[config.mk]
export PLATFORM = sky130hd
export DESIGN_NAME = mctp_assembly_ctx
export DESIGN_NICKNAME = d
export VERILOG_FILES = /design/src/logic/mctp_pkg.sv /design/src/logic/mctp_assembly_ctx.sv
export SDC_FILE = /design/constraint.sdc
export NUM_CORES = 1
export LEC_CHECK = 0
export ABC_CLOCK_PERIOD_IN_PS = 2200
export BUFFER_PORTS_ARGS = -buffer_cell sky130_fd_sc_hd__buf_2
export CORE_MARGIN = 5
export CORE_UTILIZATION = 40
export CTS_BUF_LIST = sky130_fd_sc_hd__clkbuf_8
export DETAILED_ROUTE_END_ITERATION = 16
export PLACE_DENSITY = 0.68
export SETUP_SLACK_MARGIN = 0.15
export SLEW_MARGIN = 5
export SYNTH_ARGS = -nofsm -noshare
export SYNTH_HDL_FRONTEND = slang
export SYNTH_SLANG_ARGS = --single-unit
[constraint.sdc]
create_clock -name i_clk -period 2.2 [get_ports i_clk]
set_input_delay 0.11 -clock i_clk [delete_from_list [all_inputs] [get_ports i_clk]]
set_output_delay 0.11 -clock i_clk [all_outputs]
set_load 0.005 [all_outputs]
[src/logic/mctp_pkg.sv]
package mctp_pkg;

        // ==========================================================
        // Field types
        // ==========================================================
        typedef logic [1:0] seq_t;      // Packet sequence wraps mod 4
        typedef logic [2:0] tag_t;
        typedef logic [7:0] eid_t;
        typedef logic [7:0] len_dw_t;   // Length in doublewords
        typedef logic [3:0] hdr_ver_t;
        typedef logic [7:0] err_cnt_t;
        typedef logic [2:0] frag_cnt_t; // Fragment count saturates at 7

        // Encoded as {SOM, EOM}
        typedef enum logic [1:0] {
                FRAG_MIDDLE = 2'b00,
                FRAG_LAST   = 2'b01,
                FRAG_FIRST  = 2'b10,
                FRAG_SINGLE = 2'b11
        } frag_kind_t;

        localparam int       NUM_TAGS    = 8;
        localparam hdr_ver_t HDR_VERSION = 4'd1;
        localparam len_dw_t  MIN_UNIT_DW = 8'd16;  // 64 bytes
        localparam eid_t     BCAST_EID   = 8'hFF;
        localparam eid_t     NULL_EID    = 8'h00;
        localparam tag_t     OWNER_TAG   = 3'd7;   // Needs tag owner set

        // Header error bit index is the check priority
        localparam int NUM_HDR_ERR = 4;
        localparam int HERR_VER    = 0;
        localparam int HERR_DST    = 1;
        localparam int HERR_TO     = 2;
        localparam int HERR_SIZE   = 3;

        typedef logic [NUM_HDR_ERR-1:0] hdr_err_t;

        // ==========================================================
        // Shared structs
        // ==========================================================
        typedef struct packed {
                logic        som;           // [127]
                logic        eom;           // [126]
                seq_t        seq;           // [125:124]
                logic        tag_owner;     // [123]
                tag_t        tag;           // [122:120]
                eid_t        src_eid;       // [119:112]
                eid_t        dst_eid;       // [111:104]
                logic [3:0]  rsvd_hv;
                hdr_ver_t    hdr_ver;       // [99:96]
                logic [15:0] vendor_id;     // [95:80]
                logic [15:0] target_id;
                logic [7:0]  msg_code;      // [63:56]
                logic [7:0]  pad_vdm_code;  // Padding and VDM code
                logic [15:0] requester_id;
                len_dw_t     length;        // [31:24]
                logic [15:0] attr;
                logic [7:0]  fmt_type;      // [7:0]
        } mctp_hdr_t;

        typedef struct packed {
                logic       valid;
                frag_kind_t kind;
                seq_t       seq;
                logic       tag_owner;
                tag_t       tag;
                eid_t       src_eid;
                len_dw_t    length;
        } frag_t;

        typedef struct packed {
                logic      restart;
                logic      mid_no_first;
                logic      out_of_seq;
                logic      size_mismatch;
                logic      done;
                frag_cnt_t frags;       // Valid with done
        } ctx_evt_t;

        typedef struct packed {
                err_cnt_t bad_ver;
                err_cnt_t unk_dst;
                err_cnt_t tag_owner;
                err_cnt_t mid_no_first;
                err_cnt_t unit_size;
                err_cnt_t size_mismatch;
                err_cnt_t restart;
                err_cnt_t out_of_seq;
        } err_counts_t;

endpackage

[src/logic/mctp_assembly_ctx.sv]
`timescale 1ns/1ps

module mctp_assembly_ctx #(
        parameter mctp_pkg::tag_t CTX_TAG = '0
) (
        input  logic               i_clk,
        input  logic               i_rst_n,
        input  mctp_pkg::frag_t    i_frag,
        output mctp_pkg::ctx_evt_t o_evt
);
        import mctp_pkg::*;

        typedef enum logic {
                CTX_IDLE,
                CTX_ASSEMBLE
        } ctx_state_t;

        ctx_state_t state_q;
        ctx_state_t state_nxt;
        eid_t       src_q;
        eid_t       src_nxt;
        logic       to_q;
        logic       to_nxt;
        len_dw_t    len_q;
        len_dw_t    len_nxt;
        seq_t       exp_seq_q;
        seq_t       exp_seq_nxt;
        frag_cnt_t  cnt_q;
        frag_cnt_t  cnt_nxt;
        ctx_evt_t   evt_nxt;
        logic       hit;
        logic       same_owner;
        logic       size_bad;

        assign hit = i_frag.valid && (i_frag.tag == CTX_TAG);

        // Active message from the same source and tag owner
        assign same_owner = (state_q == CTX_ASSEMBLE) &&
                            (src_q == i_frag.src_eid) &&
                            (to_q == i_frag.tag_owner);

        // Middles repeat the unit length and a last may be shorter
        assign size_bad = ((i_frag.kind == FRAG_MIDDLE) && (i_frag.length != len_q)) ||
                          ((i_frag.kind == FRAG_LAST) && (i_frag.length > len_q));

        // ==========================================================
        // Context rules
        // ==========================================================
        always_comb begin
                evt_nxt     = '0;
                state_nxt   = state_q;
                src_nxt     = src_q;
                to_nxt      = to_q;
                len_nxt     = len_q;
                exp_seq_nxt = exp_seq_q;
                cnt_nxt     = cnt_q;
                if (hit) begin
                        if (i_frag.kind inside {FRAG_FIRST, FRAG_SINGLE}) begin
                                evt_nxt.restart = same_owner;
                                src_nxt         = i_frag.src_eid;
                                to_nxt          = i_frag.tag_owner;
                                len_nxt         = i_frag.length;
                                exp_seq_nxt     = i_frag.seq + 2'd1;
                                cnt_nxt         = 3'd1;
                                if (i_frag.kind == FRAG_SINGLE) begin
                                        state_nxt     = CTX_IDLE;  // Complete on its own
                                        evt_nxt.done  = 1'b1;
                                        evt_nxt.frags = 3'd1;
                                end else begin
                                        state_nxt = CTX_ASSEMBLE;
                                end
                        end else if (!same_owner) begin
                                evt_nxt.mid_no_first = 1'b1;  // State left as is
                        end else if (i_frag.seq != exp_seq_q) begin
                                evt_nxt.out_of_seq = 1'b1;
                                state_nxt          = CTX_IDLE;
                        end else if (size_bad) begin
                                evt_nxt.size_mismatch = 1'b1;
                                state_nxt             = CTX_IDLE;
                        end else begin
                                exp_seq_nxt = exp_seq_q + 2'd1;
                                cnt_nxt     = (cnt_q == '1) ? cnt_q : cnt_q + 3'd1;
                                if (i_frag.kind == FRAG_LAST) begin
                                        state_nxt     = CTX_IDLE;
                                        evt_nxt.done  = 1'b1;
                                        evt_nxt.frags = cnt_nxt;
                                end
                        end
                end
        end

        always_ff @(posedge i_clk or negedge i_rst_n) begin
                if (!i_rst_n) begin
                        state_q <= CTX_IDLE;
                        o_evt   <= '0;
                end else begin
                        state_q <= state_nxt;
                        o_evt   <= evt_nxt;
                end
        end

        // Stored fields of the open message
        always_ff @(posedge i_clk) begin
                src_q     <= src_nxt;
                to_q      <= to_nxt;
                len_q     <= len_nxt;
                exp_seq_q <= exp_seq_nxt;
                cnt_q     <= cnt_nxt;
        end

        // At most one error flag per fragment
        a_one_err: assert property (@(posedge i_clk) disable iff (!i_rst_n)
                $onehot0({o_evt.restart, o_evt.mid_no_first, o_evt.out_of_seq,
                          o_evt.size_mismatch}));

endmodule

==> impl_metrics.yaml <==
sta:
  rsz0062_at_grt: "no"
  worst_slack_ns: 0.273
  fin_crit_sh: 0.876
  tightest_slew_ns: 0.388
  hold_viol_final: 0
  fin_worst_skew_ns: 0.00546
  finalSetupTns_ns: 0
  hold_ws_ns: 0.0227
  max_slew_margin: 0.740
  maxSlewViolCount: 0
  final.min_clock_period_ns: 1.93
  setup_viol: 0
  fmax_mhz: 519
global_route:
  grtUsageMet1: 0.134
  grtUsageMet3: 0.0407
  grt_overflow: 0
  top_usage_layer: "met2"
  grt_pass1_vias: 1127
  grt_max_degree: 14
  antenna_found_initial: 0
  grt.total_usage: 0.122
  grt_util_met2: 0.202
  grt_pass1_wl_um: 4800
worst_setup_path:
  r2r-end: "exp_seq_q[0]"
  worstPathArrival_ns: 1.92
  worstPathMaxFanout: 6
  critPathRequiredTime_ns: 2.20
  worstSetupPathType: "reg -> reg"
  rr_startpoint: "len_q[6]"
  critPathCaptureType: "flop"
  r2r_cells: 8
  ff2ff_setup_slack_ns: 0.27
  cp-start-kind: "flop"
finish:
  area.growth.synth_to_final_pct: 24.3
  n_fill_cell: 330
  seqCellArea_um2: 886
  drive_gt1_frac: 0.346
  multi_input_area_um2: 577
  n_antenna_cell: 0
  nets: 194
worst_hold_path:
  hold_end: "len_q[5]"
  timing.hold.worst.start: "i_frag[5]"
  hp-class: "in -> reg"
  holdPathStages: 1
logic_synthesis:
  avgSynthCellArea_um2: 13.2
  ys.flop_type: "edfxtp_1"
  synth_edf_count: 22
  syn-num-nets: 150
  seq_area_frac_synth: 0.590
  ys_warn_count: 0
  synth_area_mm2: 0.00150
  yosys_register_bits: 31
  yosysUniqueCellTypes: 35
  async_flop_share: 0.290
  syn_inst: 114
die:
  dieArea_mm2: 0.00508
  core_area_mm2: 0.00366
  start_util: 0.410
  io_pins: 35
  die_y_um: 71.3
  num_rows: 22
  dieWidth_um: 71.3
pwr:
  leakagePower_nw: 0.833
  power_density_mw_per_mm2: 656
  peakVddDrop_v: 0.000339
drt:
  drtIter0Drc: 27
  drc: 0
  vias: 985
  routed_wl_um: 2740
  avgRoutedWirePerCell_um: 13.2
  dr.pass1.iters: 4
  antenna_left: 0
  vias_per_cell: 4.76
outcome:
  status: "finished clean"
clock_tree:
  cts_inserted_buffers: 5
  clock-sinks: 31
  cts_setup_buffers: 0
  h-tree-depth: 2
  clkTransAtPathRegs_ns: 0.06
  insertion_delay_ns: 0.28
  cts_buffer_depth: 2
  cts_tree: "built"
  root_buffer: "clkbuf_8"
place:
  hpwl_um: 2170
  post-place-ws_ns: 0.231
  io_buffers: 34
  place_congestion: 0.820
flow_run:
  cap_viol_max_count: 0
## layout by cell type (no fill, tap or decap), types with 2 or more instances in the layout
cell type,instances
nand2_1,5
inv_1,12
ha_1,9
a21oi_1,2
nand3_2,2
nor2_1,8
edfxtp_1,22
buf_4,3
nand4_1,3
nor4_2,2
xor2_1,12
and2_1,2
buf_2,34
mux2i_1,3
clkbuf_8,7
dfrtp_1,9
o21ai_0,2
## how the worst max path moves through the flow
stage                     slack, ns           end      from  depth (start not counted)
after floorplan                0.17      cnt_q[0]  len_q[6]                          7
after global placement         0.30  exp_seq_q[0]  len_q[3]                          8
after detailed placement       0.23  exp_seq_q[0]  len_q[6]                          8
after CTS                      0.22  exp_seq_q[0]  len_q[0]                          7
after global routing           0.18      cnt_q[0]  len_q[3]                          8
final                          0.27  exp_seq_q[0]  len_q[6]                          8
## power by group
part / switching, mW / internal [mW] / total, mW
clock: 0.192 / 0.280 / 0.473
combinational: 0.0583 / 0.0486 / 0.107
sequential: 0.00559 / 0.639 / 0.645
total: 0.256 / 0.968 / 1.22
## flip-flops by register name, indices dropped and copies added (netlist names)
register,count
cnt_q,3
len_q,8
o_evt,8
state_q,1
to_q,1
exp_seq_q,2
src_q,8
## metal layers
layer	up-vias	wire length (µm)
met5	-	0
met1	449	1160
met2	31	1300
met4	0	65
li1	500	-
met3	5	210
## cells by family (layout without fill, tap and decap cells)
group	count (synthesis)	count (layout)	share of synthesized area
buffers and inverters	12	57	0.0300
xor gates and xnor gates	13	13	0.0758
muxes	3	3	0.0200
AOI/OAI and AO/OA	11	11	0.0492
adders and majority gates	9	9	0.0750
DFF	31	31	0.590
and+or+nand+nor	35	35	0.160
## synth_stat cells, drive strengths merged (2+ instances only)
library cell,number,share of area
xor2,12,0.070
dfrtp,9,0.15
o21ai,3,0.010
and2,2,0.0083
edfxtp,22,0.44
inv,11,0.028
mux2i,3,0.020
nor4,4,0.035
a21oi,2,0.0067
ha,9,0.075
nand4,3,0.013
or2,3,0.014
nor2,9,0.028
nor3,2,0.0067
nand3,3,0.017
nand2,5,0.013
## area by class of cell
class,instances,area share
clock buffer,7,0.0516
clock inverter,1,0.00201
inverter,11,0.0221
multi-input combinational,71,0.309
sequential,31,0.475
tap,48,0.0322
timing repair buffer,38,0.109
## worst max-delay path, stage by stage, from the launching register on
cell      delay, ns
edfxtp_1       0.36
inv_1          0.08
ha_1           0.25
a21o_1         0.17
nand2_1        0.06
nand4b_1       0.10
a32o_2         0.29
nor3_2         0.16
buf_4          0.16
## metrics by stage
stage	cells	util	power, mW	area (µm²)
after global placement	198	0.478	0.756	1750
after CTS	207	0.508	1.24	1860
after detailed placement	198	0.478	0.761	1750
after global routing	207	0.510	1.29	1870
after floorplan	114	-	0.711	1500
final	207	0.510	1.22	1870
## what timing repair did
action	4_1_cts	5_1_grt
endpoints found under the hold margin	9	0
gates resized for setup	0	2
endpoints found under the setup margin	0	5
hold buffers	1	0
No activity file was read; power rests on OpenSTA's default activity.
